## src/hw/mat_alu_pkg.sv

```systemverilog
// Matrix ALU shared definitions
// Sizes, element and result types, the matrix container,
// op codes and the step codes the datapath executes
package mat_alu_pkg;

  // ------------------------------------------------------------
  // Sizes
  // ------------------------------------------------------------
  // Largest row or column count
  parameter int MAX_DIM = 4;
  // Matrix element width
  parameter int ELEM_W  = 8;
  // Result and accumulator width
  parameter int ACC_W   = 32;

  // ------------------------------------------------------------
  // Types
  // ------------------------------------------------------------
  // Row count, column count or index, must reach MAX_DIM itself
  typedef logic [$clog2(MAX_DIM+1)-1:0] dim_t;

  typedef logic signed [ELEM_W-1:0] elem_t;
  typedef logic signed [ACC_W-1:0]  acc_t;

  // Only the top-left rows x cols corner holds data
  typedef struct packed {
    dim_t                                  rows;
    dim_t                                  cols;
    elem_t [MAX_DIM-1:0][MAX_DIM-1:0]      cells;
  } matrix_t;

  // Codes 4 to 7 are unused
  typedef enum logic [2:0] {
    OP_ADD        = 3'd0,
    OP_SCALAR_MUL = 3'd1,
    OP_TRANSPOSE  = 3'd2,
    OP_MAT_MUL    = 3'd3
  } op_code_t;

  // One datapath step
  typedef enum logic [1:0] {
    STEP_SUM   = 2'd0,  // A cell plus B cell
    STEP_SCALE = 2'd1,  // A cell times scalar
    STEP_MOVE  = 2'd2,  // A cell passed through
    STEP_MAC   = 2'd3   // A cell times B cell, accumulated
  } step_t;

endpackage
```

## src/hw/mat_elem_if.sv

```systemverilog
// Element step bus
// Carries one issued step from the operation sequencer to the
// arithmetic pipeline, with the cells to read and the k flags
`timescale 1ns/100ps

interface mat_elem_if
  import mat_alu_pkg::*;
();

  // Marks a valid step, one cycle per step
  logic  issue;
  step_t step;

  // Cells to read, already swapped or k-indexed by the sequencer
  dim_t  a_row;
  dim_t  a_col;
  dim_t  b_row;
  dim_t  b_col;

  // Clear accumulator on this step
  logic  first_k;
  // Emit result after this step
  logic  last_k;
  // Produced element closes its row
  logic  last_col;

  modport ctrl (
    output issue, step, a_row, a_col, b_row, b_col, first_k, last_k, last_col
  );

  modport dp (
    input  issue, step, a_row, a_col, b_row, b_col, first_k, last_k, last_col
  );

endinterface

```

## src/hw/mat_alu_top.sv

```systemverilog
// Streaming matrix ALU top level
// Add, scalar multiply, transpose and matrix product on two small
// signed matrices; results stream out row-major on valid/ready
`timescale 1ns/100ps

module mat_alu_top
  import mat_alu_pkg::*;
(
  input  logic        clk,
  input  logic        rst_n,
  input  logic        start_i,
  input  op_code_t    op_code_i,
  input  matrix_t     mat_a_i,
  input  matrix_t     mat_b_i,
  input  elem_t       scalar_i,
  input  logic        stream_ready_i,
  output logic        done_o,
  output logic        error_o,
  output logic [31:0] cycle_cnt_o,
  output logic        stream_valid_o,
  output logic        stream_last_col_o,
  output acc_t        stream_data_o
);

  // Datapath result strobe and payload
  logic res_valid;
  logic res_last_col;
  acc_t res_data;

  // Element accepted downstream
  logic tx_done;

  // Step bus from sequencer to datapath
  mat_elem_if u_elem_if ();

  mat_op_ctrl u_ctrl (
    .clk         (clk),
    .rst_n       (rst_n),
    .start_i     (start_i),
    .op_code_i   (op_code_i),
    .a_rows_i    (mat_a_i.rows),
    .a_cols_i    (mat_a_i.cols),
    .b_rows_i    (mat_b_i.rows),
    .b_cols_i    (mat_b_i.cols),
    .tx_done_i   (tx_done),
    .elem        (u_elem_if.ctrl),
    .done_o      (done_o),
    .error_o     (error_o),
    .cycle_cnt_o (cycle_cnt_o)
  );

  mat_elem_datapath u_datapath (
    .clk            (clk),
    .rst_n          (rst_n),
    .mat_a_i        (mat_a_i),
    .mat_b_i        (mat_b_i),
    .scalar_i       (scalar_i),
    .elem           (u_elem_if.dp),
    .res_valid_o    (res_valid),
    .res_last_col_o (res_last_col),
    .res_data_o     (res_data)
  );

  mat_stream_out u_stream (
    .clk               (clk),
    .rst_n             (rst_n),
    .res_valid_i       (res_valid),
    .res_last_col_i    (res_last_col),
    .res_data_i        (res_data),
    .stream_ready_i    (stream_ready_i),
    .stream_valid_o    (stream_valid_o),
    .stream_last_col_o (stream_last_col_o),
    .stream_data_o     (stream_data_o),
    .tx_done_o         (tx_done)
  );

endmodule

```

## src/hw/mat_stream_out.sv

```systemverilog
// Result stream output stage
// Holds one result element on a valid/ready stream until it is
// taken, then strobes tx_done back to the sequencer
`timescale 1ns/100ps

module mat_stream_out
  import mat_alu_pkg::*;
(
  input  logic clk,
  input  logic rst_n,
  input  logic res_valid_i,
  input  logic res_last_col_i,
  input  acc_t res_data_i,
  input  logic stream_ready_i,
  output logic stream_valid_o,
  output logic stream_last_col_o,
  output acc_t stream_data_o,
  output logic tx_done_o
);

  // Transfer happens when both sides agree
  assign tx_done_o = stream_valid_o && stream_ready_i;

  // ------------------------------------------------------------
  // Valid flag
  // ------------------------------------------------------------
  always_ff @(posedge clk or negedge rst_n) begin
    if (!rst_n) begin
      stream_valid_o <= 1'b0;
    end else if (res_valid_i) begin
      // Results arrive only while empty
      stream_valid_o <= 1'b1;
    end else if (tx_done_o) begin
      stream_valid_o <= 1'b0;
    end
  end

  // ------------------------------------------------------------
  // Payload, stable while waiting on ready
  // ------------------------------------------------------------
  always_ff @(posedge clk) begin
    if (res_valid_i) begin
      stream_data_o     <= res_data_i;
      stream_last_col_o <= res_last_col_i;
    end
  end

endmodule

```

## src/hw/mat_elem_datapath.sv

```systemverilog
// Element arithmetic pipeline
// Three stages: operand fetch, sum/product/pass, then write or
// accumulate; a result leaves on the step flagged last_k
`timescale 1ns/100ps

module mat_elem_datapath
  import mat_alu_pkg::*;
(
  input  logic     clk,
  input  logic     rst_n,
  input  matrix_t  mat_a_i,
  input  matrix_t  mat_b_i,
  input  elem_t    scalar_i,
  mat_elem_if.dp   elem,
  output logic     res_valid_o,
  output logic     res_last_col_o,
  output acc_t     res_data_o
);

  // Cell select width
  localparam int IDX_W = $clog2(MAX_DIM);

  // Fetched cells
  elem_t a_cell;
  elem_t b_cell;

  // Stage 1
  logic  s1_valid;
  step_t s1_step;
  logic  s1_first;
  logic  s1_last;
  logic  s1_last_col;
  acc_t  s1_a;
  acc_t  s1_b;

  // Stage 2
  logic  s2_valid;
  logic  s2_mac;
  logic  s2_first;
  logic  s2_last;
  logic  s2_last_col;
  acc_t  s2_val;

  // Stage 3 accumulator
  acc_t  acc_q;

  always_comb begin
    a_cell = mat_a_i.cells[elem.a_row[IDX_W-1:0]][elem.a_col[IDX_W-1:0]];
    b_cell = mat_b_i.cells[elem.b_row[IDX_W-1:0]][elem.b_col[IDX_W-1:0]];
  end

  // ------------------------------------------------------------
  // Control pipe, one entry per issued step
  // ------------------------------------------------------------
  always_ff @(posedge clk or negedge rst_n) begin
    if (!rst_n) begin
      s1_valid    <= 1'b0;
      s2_valid    <= 1'b0;
      res_valid_o <= 1'b0;
    end else begin
      s1_valid    <= elem.issue;
      s2_valid    <= s1_valid;
      // Only the closing step of an element produces output
      res_valid_o <= s2_valid && s2_last;
    end
  end

  // ------------------------------------------------------------
  // Data stages
  // ------------------------------------------------------------
  always_ff @(posedge clk) begin
    // Fetch, sign-extended to full width
    s1_step     <= elem.step;
    s1_first    <= elem.first_k;
    s1_last     <= elem.last_k;
    s1_last_col <= elem.last_col;
    s1_a        <= acc_t'(a_cell);
    // Scale takes the scalar, the rest take B
    s1_b        <= (elem.step == STEP_SCALE) ? acc_t'(scalar_i) : acc_t'(b_cell);

    // Sum, product or pass
    s2_mac      <= (s1_step == STEP_MAC);
    s2_first    <= s1_first;
    s2_last     <= s1_last;
    s2_last_col <= s1_last_col;
    case (s1_step)
      STEP_SUM:  s2_val <= s1_a + s1_b;
      STEP_MOVE: s2_val <= s1_a;
      default:   s2_val <= s1_a * s1_b;
    endcase

    // Write or accumulate
    if (s2_valid) begin
      if (s2_mac) begin
        acc_q <= (s2_first ? '0 : acc_q) + s2_val;
      end else begin
        acc_q <= s2_val;
      end
      res_last_col_o <= s2_last_col;
    end
  end

  assign res_data_o = acc_q;

endmodule

```

## src/hw/mat_op_ctrl.sv

```systemverilog
// Matrix operation sequencer
// Accepts start, checks the shapes for the op code, then walks the
// result row-major and issues one step per element, or K MAC steps
// for a product; waits for each element to leave the stream stage
// Reports done, a dimension error and the cycle count
`timescale 1ns/100ps

module mat_op_ctrl
  import mat_alu_pkg::*;
(
  input  logic            clk,
  input  logic            rst_n,
  input  logic            start_i,
  input  op_code_t        op_code_i,
  input  dim_t            a_rows_i,
  input  dim_t            a_cols_i,
  input  dim_t            b_rows_i,
  input  dim_t            b_cols_i,
  input  logic            tx_done_i,
  mat_elem_if.ctrl        elem,
  output logic            done_o,
  output logic            error_o,
  output logic [31:0]     cycle_cnt_o
);

  typedef enum logic [1:0] {
    ST_IDLE,
    ST_ISSUE,
    ST_WAIT,
    ST_DONE
  } state_t;

  state_t      state;
  op_code_t    op_q;

  // Walk counters and their last values
  dim_t        row_cnt;
  dim_t        col_cnt;
  dim_t        k_cnt;
  dim_t        row_end;
  dim_t        col_end;
  dim_t        k_end;

  logic [31:0] cyc_q;

  // Start-time decode
  logic        op_known;
  logic        dim_err;
  dim_t        row_lim;
  dim_t        col_lim;
  dim_t        k_lim;

  // A size must lie in 1..MAX_DIM
  function automatic logic dim_ok(input dim_t d);
    return (d != '0) && (d <= dim_t'(MAX_DIM));
  endfunction

  // ------------------------------------------------------------
  // Shape check and loop limits
  // ------------------------------------------------------------
  always_comb begin
    op_known = 1'b1;
    dim_err  = 1'b0;
    row_lim  = a_rows_i;
    col_lim  = a_cols_i;
    k_lim    = dim_t'(1);
    case (op_code_i)
      OP_ADD: begin
        dim_err = (a_rows_i != b_rows_i) || (a_cols_i != b_cols_i);
      end
      OP_SCALAR_MUL: begin
        // Shape of A, no check against B
        dim_err = 1'b0;
      end
      OP_TRANSPOSE: begin
        row_lim = a_cols_i;
        col_lim = a_rows_i;
      end
      OP_MAT_MUL: begin
        dim_err = (a_cols_i != b_rows_i) || !dim_ok(b_cols_i);
        col_lim = b_cols_i;
        // Common dimension
        k_lim   = a_cols_i;
      end
      default: begin
        op_known = 1'b0;
      end
    endcase
    if (!dim_ok(a_rows_i) || !dim_ok(a_cols_i)) begin
      dim_err = 1'b1;
    end
  end

  // ------------------------------------------------------------
  // Sequencer FSM
  // ------------------------------------------------------------
  always_ff @(posedge clk or negedge rst_n) begin
    if (!rst_n) begin
      state   <= ST_IDLE;
      op_q    <= OP_ADD;
      row_cnt <= '0;
      col_cnt <= '0;
      k_cnt   <= '0;
      row_end <= '0;
      col_end <= '0;
      k_end   <= '0;
      error_o <= 1'b0;
      cyc_q   <= '0;
    end else begin
      case (state)
        ST_IDLE: begin
          if (start_i) begin
            op_q    <= op_code_i;
            // Unused op codes finish without error
            error_o <= op_known && dim_err;
            cyc_q   <= '0;
            row_cnt <= '0;
            col_cnt <= '0;
            k_cnt   <= '0;
            row_end <= row_lim - dim_t'(1);
            col_end <= col_lim - dim_t'(1);
            k_end   <= k_lim - dim_t'(1);
            state   <= (op_known && !dim_err) ? ST_ISSUE : ST_DONE;
          end
        end
        ST_ISSUE: begin
          cyc_q <= cyc_q + 32'd1;
          // One step per cycle until the last k
          if (k_cnt == k_end) begin
            k_cnt <= '0;
            state <= ST_WAIT;
          end else begin
            k_cnt <= k_cnt + dim_t'(1);
          end
        end
        ST_WAIT: begin
          cyc_q <= cyc_q + 32'd1;
          if (tx_done_i) begin
            if (col_cnt == col_end) begin
              col_cnt <= '0;
              if (row_cnt == row_end) begin
                state <= ST_DONE;
              end else begin
                row_cnt <= row_cnt + dim_t'(1);
                state   <= ST_ISSUE;
              end
            end else begin
              col_cnt <= col_cnt + dim_t'(1);
              state   <= ST_ISSUE;
            end
          end
        end
        ST_DONE: begin
          // Hold done until start drops
          if (!start_i) begin
            state <= ST_IDLE;
          end
        end
        default: state <= ST_IDLE;
      endcase
    end
  end

  // ------------------------------------------------------------
  // Step bus, index mapping per op
  // ------------------------------------------------------------
  always_comb begin
    elem.issue    = (state == ST_ISSUE);
    elem.first_k  = (k_cnt == '0);
    elem.last_k   = (k_cnt == k_end);
    elem.last_col = (col_cnt == col_end);
    elem.step     = STEP_MOVE;
    elem.a_row    = row_cnt;
    elem.a_col    = col_cnt;
    elem.b_row    = row_cnt;
    elem.b_col    = col_cnt;
    case (op_q)
      OP_ADD:        elem.step = STEP_SUM;
      OP_SCALAR_MUL: elem.step = STEP_SCALE;
      OP_TRANSPOSE: begin
        // Result (i,j) reads A (j,i)
        elem.a_row = col_cnt;
        elem.a_col = row_cnt;
      end
      OP_MAT_MUL: begin
        elem.step  = STEP_MAC;
        elem.a_col = k_cnt;
        elem.b_row = k_cnt;
      end
      default: elem.step = STEP_MOVE;
    endcase
  end

  assign done_o      = (state == ST_DONE);
  assign cycle_cnt_o = cyc_q;

endmodule

```

## config.mk

```make
export PLATFORM = sky130hd
export DESIGN_NAME = mat_alu_top
export DESIGN_NICKNAME = d
export VERILOG_FILES = /design/src/hw/mat_alu_pkg.sv /design/src/hw/mat_elem_if.sv /design/src/hw/mat_alu_top.sv /design/src/hw/mat_stream_out.sv /design/src/hw/mat_elem_datapath.sv /design/src/hw/mat_op_ctrl.sv
export SDC_FILE = /design/constraint.sdc
export NUM_CORES = 1
export LEC_CHECK = 0
export ABC_AREA = 1
export BUFFER_PORTS_ARGS = -buffer_cell sky130_fd_sc_hd__buf_2
export CAP_MARGIN = 5
export CELL_PAD_IN_SITES_DETAIL_PLACEMENT = 0
export CELL_PAD_IN_SITES_GLOBAL_PLACEMENT = 1
export CORE_MARGIN = 3
export CORE_UTILIZATION = 36
export DETAILED_ROUTE_END_ITERATION = 7
export HOLD_SLACK_MARGIN = 0.1
export PLACE_DENSITY_LB_ADDON = 0.1
export SYNTH_ARGS = -nofsm -noshare
export SYNTH_HDL_FRONTEND = slang
export SYNTH_SLANG_ARGS = --single-unit
```

## constraint.sdc

```tcl
create_clock -name clk -period 4.7 [get_ports clk]
set_input_delay 0.47 -clock clk [delete_from_list [all_inputs] [get_ports clk]]
set_output_delay 0.47 -clock clk [all_outputs]
set_load 0.02 [all_outputs]
```

Yosys cells after proc, flatten, opt, wreduce, memory -nomap -nowiden

Cells that the tools add are included.

Add/sub/neg operators: 9
Multiply operators: 1
Order comparisons: 7
Equal/unequal tests: 24
Multiplexer cells: 44
Reduce and logical (&&, ||, !) cells: 34

Operators with widths:

| operator                                            | number |
|---|---|
| 2-to-1 mux 32 bit                                   | 6 |
| binary-select mux 32 bit (select 2 bit)             | 2 |
| case mux 32 bit (2 select lines)                    | 2 |
| adder 32 x 1 -> 32 bit, second input constant       | 1 |
| adder 32 bit                                        | 1 |
| adder 8 x 32 -> 32 bit                              | 1 |
| binary-select mux 8 bit (select 2 bit)              | 2 |
| multiplier 8 x 32 -> 32 bit                         | 1 |
| 2-to-1 mux 3 bit                                    | 9 |
| case mux 3 bit (2 select lines)                     | 4 |
| 2-to-1 mux 2 bit                                    | 9 |
| 2-to-1 mux 8 bit                                    | 2 |
| equality test 3 x 2 -> 1 bit, second input constant | 4 |
| < comparator 2 x 3 -> 1 bit, second input constant  | 4 |
| inequality test 2 bit, second input constant        | 5 |
| adder 3 x 1 -> 3 bit, second input constant         | 3 |
| equality test 3 bit                                 | 3 |
| <= comparator 3 bit, second input constant          | 3 |
| zero test 3 bit                                     | 3 |
| inequality test 3 bit                               | 3 |
| nonzero test 3 bit                                  | 3 |
| subtractor 3 x 1 -> 3 bit, second input constant    | 3 |
| equality test 2 bit, second input constant          | 4 |
| case mux 2 bit (4 select lines)                     | 1 |
| other kinds (18)                                    | 40 |

Register bits after elaboration: 207
Input bits: 283
Output and inout bits: 68
Logic and storage cells: 148

Logic depth before layout (Yosys ltp)

Word-level depth: 11
Mapped depth: 23
Mapped depth without buffers: 22

Cells and area by module

Synthesis repeated with hierarchy kept, for this count alone.

Cell total of the unflattened synthesis: 2371
Area, all modules: 16502.1 um2

By module, submodules not included:

| module            | times used | cells an instance | area an instance (um2) | sequential area each (um2) |
|---|---|---|---|---|
| mat_elem_datapath | 1          | 1773              | 11661.2                | 2207.1 |
| mat_op_ctrl       | 1          | 558               | 3802.4                 | 1401.3 |
| mat_stream_out    | 1          | 40                | 1038.5                 | 1016.0 |

Worst setup path before layout

OpenSTA, ideal clock, no wires.

Path kind: reg-to-reg
Start point: register u_datapath.s1_a[7] (netlist name)
End point: register u_datapath.s2_val[26]
Library setup time: 0.138 ns
Arrival: 4.844 ns
Data required time: 4.562 ns
Path slack: -0.282 ns
Cell stages (with the launch flop): 20
Path buffers: 0
Clock period less this slack: 4.982 ns
Cells stage by stage: dfxtp_1 clkinv_1 or2_2 fa_1 fa_1 inv_1 fa_1 inv_1 fa_1 inv_1 ha_1 nand2_1 o21ai_0 nand2_1 nand2_1 nand3_1 nand2_1 nand2_1 nand2_1 o211ai_1

Word-level cells in the longest chain between the ends: 2
Elaborated cells on any way between the ends: 3
Those cells by class: add/sub (1); mul (1); mux (1)

Ends and longest elaborated chain:

| what                                                                         | RTL line                                         | RTL |
|---|---|---|
| multiplier 8 x 32 -> 32 bit / adder 8 x 32 -> 32 bit (equally long branches) | mat_elem_datapath.sv:89, mat_elem_datapath.sv:87 |  |
| case mux 32 bit (2 select lines) (*)                                         | mat_elem_datapath.sv:86                          | `case (s1_step)` |
| end signal: assignment                                                       | mat_elem_datapath.sv:87                          | `STEP_SUM: s2_val <= s1_a + s1_b;` |
| end signal: assignment                                                       | mat_elem_datapath.sv:89                          | `default: s2_val <= s1_a * s1_b;` |
| end: declaration                                                             | mat_elem_datapath.sv:42                          | `acc_t s2_val;` |

Mark *: on every way between the ends. The rest lies on a longest branch, timed or not.
A chain may end at the register's enable or synchronous reset.

Final worst setup path

Start point: register u_datapath.s1_a[7] (netlist name)
End point: register u_datapath.s2_val[30]

Word-level cells in the longest chain between the ends: 2
Elaborated cells on any way between the ends: 3
Those cells by class: add/sub (1); mul (1); mux (1)

Ends and longest elaborated chain:

| what                                                                         | RTL line |
|---|---|
| multiplier 8 x 32 -> 32 bit / adder 8 x 32 -> 32 bit (equally long branches) | mat_elem_datapath.sv:89, mat_elem_datapath.sv:87 |
| case mux 32 bit (2 select lines) (*)                                         | mat_elem_datapath.sv:86 |

Marks and branches as above.

==> flow_summary.toml <==
[final_layout]
fraction_of_layout_instances_using_a_drive_strength_above_1_pct = 16.0
finish.instance_area_sq_um = 19600
final_stage_net_count = 3222
syn_to_final_growth_pct = 17.5

[synth]
yosysMostFrequentCell = "nand2_1"
number_of_flops_mapped_to_enable_cells_by_yosys = 66
syn-num-nets = 2904
synth_area_sq_um = 16600
post-synth-top-area-fraction_pct = 15.2
postSynthCellCount = 2462
ys_warn_count = 0
sequential_fraction_of_the_synthesis_area_pct = 27.8
synth.avg_cell_area_sq_um = 6.76
top_cells_by_instance_count_after_synthesis = "674 x nand2_1, 422 x inv_1, 286 x nand3_1"
yosysTopAreaCell = "nand2_1"
synth.area.top_cells = "nand2_1 15%, edfxtp_1 12%, inv_1 9.5%"
main_flop_type_after_synthesis = "edfxtp_1"
synth.lib_cells_used.distinct = 46
synth_seq_cells = 183
synth-async-reset-ratio_pct = 32.8

[setup_path]
setup.worst_path.class = "reg -> reg"
critPathRequiredTime_ns = 5.00
critPathLaunchType = "register"
critPathCaptureType = "register"
worst_r2r_setup_slack_ns = 0.25
critPathMaxFanout = 6
crit_arrival_ns = 4.75

[routing]
drtIter0Drc = 1204
detail-route-antenna-nets = 0
route.final.wire_length_microns = 58300
wl_per_instance_microns = 17.1
routed-via-count = 16836
first_pass_iters = 7
drt_drc = 0
detail_routed_via_count_per_cell = 4.95

[clocking]
cts-root-to-sink-buffers = 2
clk_pin_slew_worst_paths_ns = 0.08
clk-insertion-delay-late_ns = 0.46
cts_buffers = 17
cts_tree = "built"
numClockSinks = 183
cts.htree.levels = 4
cts.root.buffer_cell = "clkbuf_16"

[global_routing]
initial_antenna_violation_count = 10
overflow = 0
wire_length_of_the_first_global_routing_pass_microns = 92100
globalRouteTotalUtil_pct = 23.5
pin_count_of_the_biggest_net_entering_global_routing = 71
via_count_of_the_first_global_routing_pass = 16773

[die]
dieHeight_microns = 221
count_of_standard_cell_rows = 78
start_util_pct = 36.5
fp.dieArea_sq_um = 48900
placeableCoreArea_sq_um = 45600
io-pin-count = 351
width_of_the_die_microns = 221

[sta]
relSlewSlack_pct = 19.9
rsz0062_at_grt = "false"
hold_viol = 0
min_period_over_period_pct = 94.7
report.final.slew_viol_count = 0
final_setup_tns_ns = 0
worst_slew_pin_slew_ns = 1.20
setup_viol = 0
final.setup_skew_ns = 0.0218
min_tclk_post_route_ns = 4.45
max_clock_freq_ghz = 0.225

[placement]
gp_congestion = 0.911
dpl-instance-area_sq_um = 19000
port_buffers = 350
dp_hpwl_microns = 47600

[status]
run_status = "finished, final reports clean"

[job]
drv_cap = 0

[worst_hold_path]
holdCritPathClass = "in -> reg"
-- metal layers --
metal | global-route usage (%) | share of wire (%)
met5 | 0 | 0
met4 | 5.19 | 1.3
met3 | 3.42 | 4.6
met2 | 40.8 | 49
met1 | 31.2 | 45
-- final cells by class --
class / count / area [sq um]
Fill cell: 4921 / 26000
Sequential cell: 183 / 4630
Timing Repair Buffer: 380 / 1980
Tap cell: 600 / 751
Inverter: 431 / 1620
Clock inverter: 13 / 115
Antenna cell: 9 / 22.5
Multi-Input combinational cell: 1767 / 10000
Clock buffer: 19 / 433
-- cell families after synthesis --
family,Yosys count,share of synthesized area (%)
fa+ha+maj,159,15.2
xor+xnor,49,2.58
flops,183,27.8
compound gates,259,8.79
simple gates,1300,33.4
buf+inv,512,12.3
-- placed cells by master (no fill, tap or decap), drive strengths merged, types with 2 or more instances in the layout --
cell | synthesis | routed
nand4 | 22 | 22
clkinv | 5 | 11
o221ai | 3 | 3
or2 | 7 | 7
dfrtp | 60 | 60
o211ai | 38 | 38
xor2 | 17 | 17
nand3 | 286 | 286
o31ai | 2 | 2
o22ai | 2 | 2
nand2 | 678 | 678
nand3b | 39 | 39
o21ai | 129 | 129
nor4 | 2 | 2
xnor2 | 32 | 32
clkbuf | 34 | 19
inv | 426 | 432
fa | 72 | 72
nor3b | 4 | 4
and2 | 3 | 3
a21oi | 71 | 71
diode | 0 | 9
nor2 | 226 | 226
a31oi | 3 | 3
buf | 47 | 379
ha | 87 | 87
edfxtp | 66 | 66
a21o | 3 | 3
nor3 | 32 | 32
dfxtp | 57 | 57
o21bai | 7 | 7
-- critical path, stage by stage, from the launching register on --
cell      delay [ns]
dfxtp_1         0.35
clkinv_2        0.07
or2_2           0.29
fa_1            0.51
fa_1            0.55
inv_1           0.06
fa_1            0.53
inv_1           0.05
fa_1            0.53
inv_1           0.04
ha_1            0.34
nand2_1         0.11
o21ai_2         0.15
nand2_1         0.06
nand2_1         0.12
nand3_1         0.09
nand2_1         0.13
nand2_1         0.10
nand2_2         0.12
o211ai_1        0.10
-- per-stage QoR --
stage	cells	worst slack, ns	hold WS, ns	util, %
final	3402	0.251	0.212	42.9
after global placement	3360	0.114	0.310	41.6
after CTS	3393	0.0482	0.189	42.8
after global routing	3400	0.00281	0.209	42.9
after detailed placement	3360	0.0451	0.317	41.6
after floorplan	2462	0.0466	0.174	-
-- sequential cells by signal, summed over array words and instances, names as in the netlist, 3 cells and up --
signal,count
u_datapath.s1_b,8
u_ctrl.col_end,3
u_ctrl.k_end,3
u_datapath.s1_a,8
u_ctrl.k_cnt,3
u_stream.stream_data_o,32
u_ctrl.row_cnt,3
u_ctrl.elem.b_col,3
u_ctrl.row_end,3
u_datapath.s2_val,32
u_datapath.res_data_o,32
u_ctrl.op_q,3
u_ctrl.cycle_cnt_o,32
-- worst paths after layout --
kind                                   startpoint                endpoint  cells after the start
hold reg to reg            u_datapath.s1_last_col  u_datapath.s2_last_col                      0
setup / recovery               u_datapath.s1_a[7]   u_datapath.s2_val[30]                     19
max in group asynchronous                   rst_n       u_ctrl.col_end[0]                      3
setup reg to reg               u_datapath.s1_a[7]   u_datapath.s2_val[30]                     19
hold / removal                        scalar_i[5]      u_datapath.s1_b[5]                      3
min in group asynchronous                   rst_n  u_ctrl.cycle_cnt_o[12]                      2
-- timing repair --
item                                   4_1_cts  5_1_grt
setup buffers                                0        0
setup endpoints to repair                    0       18
resized for setup                            0       18
endpoints found under the hold margin       13        0
hold buffers                                 1        0
Power is not shown: default switching activity piles up to over one toggle a cycle in this logic, so the estimate is an artifact.
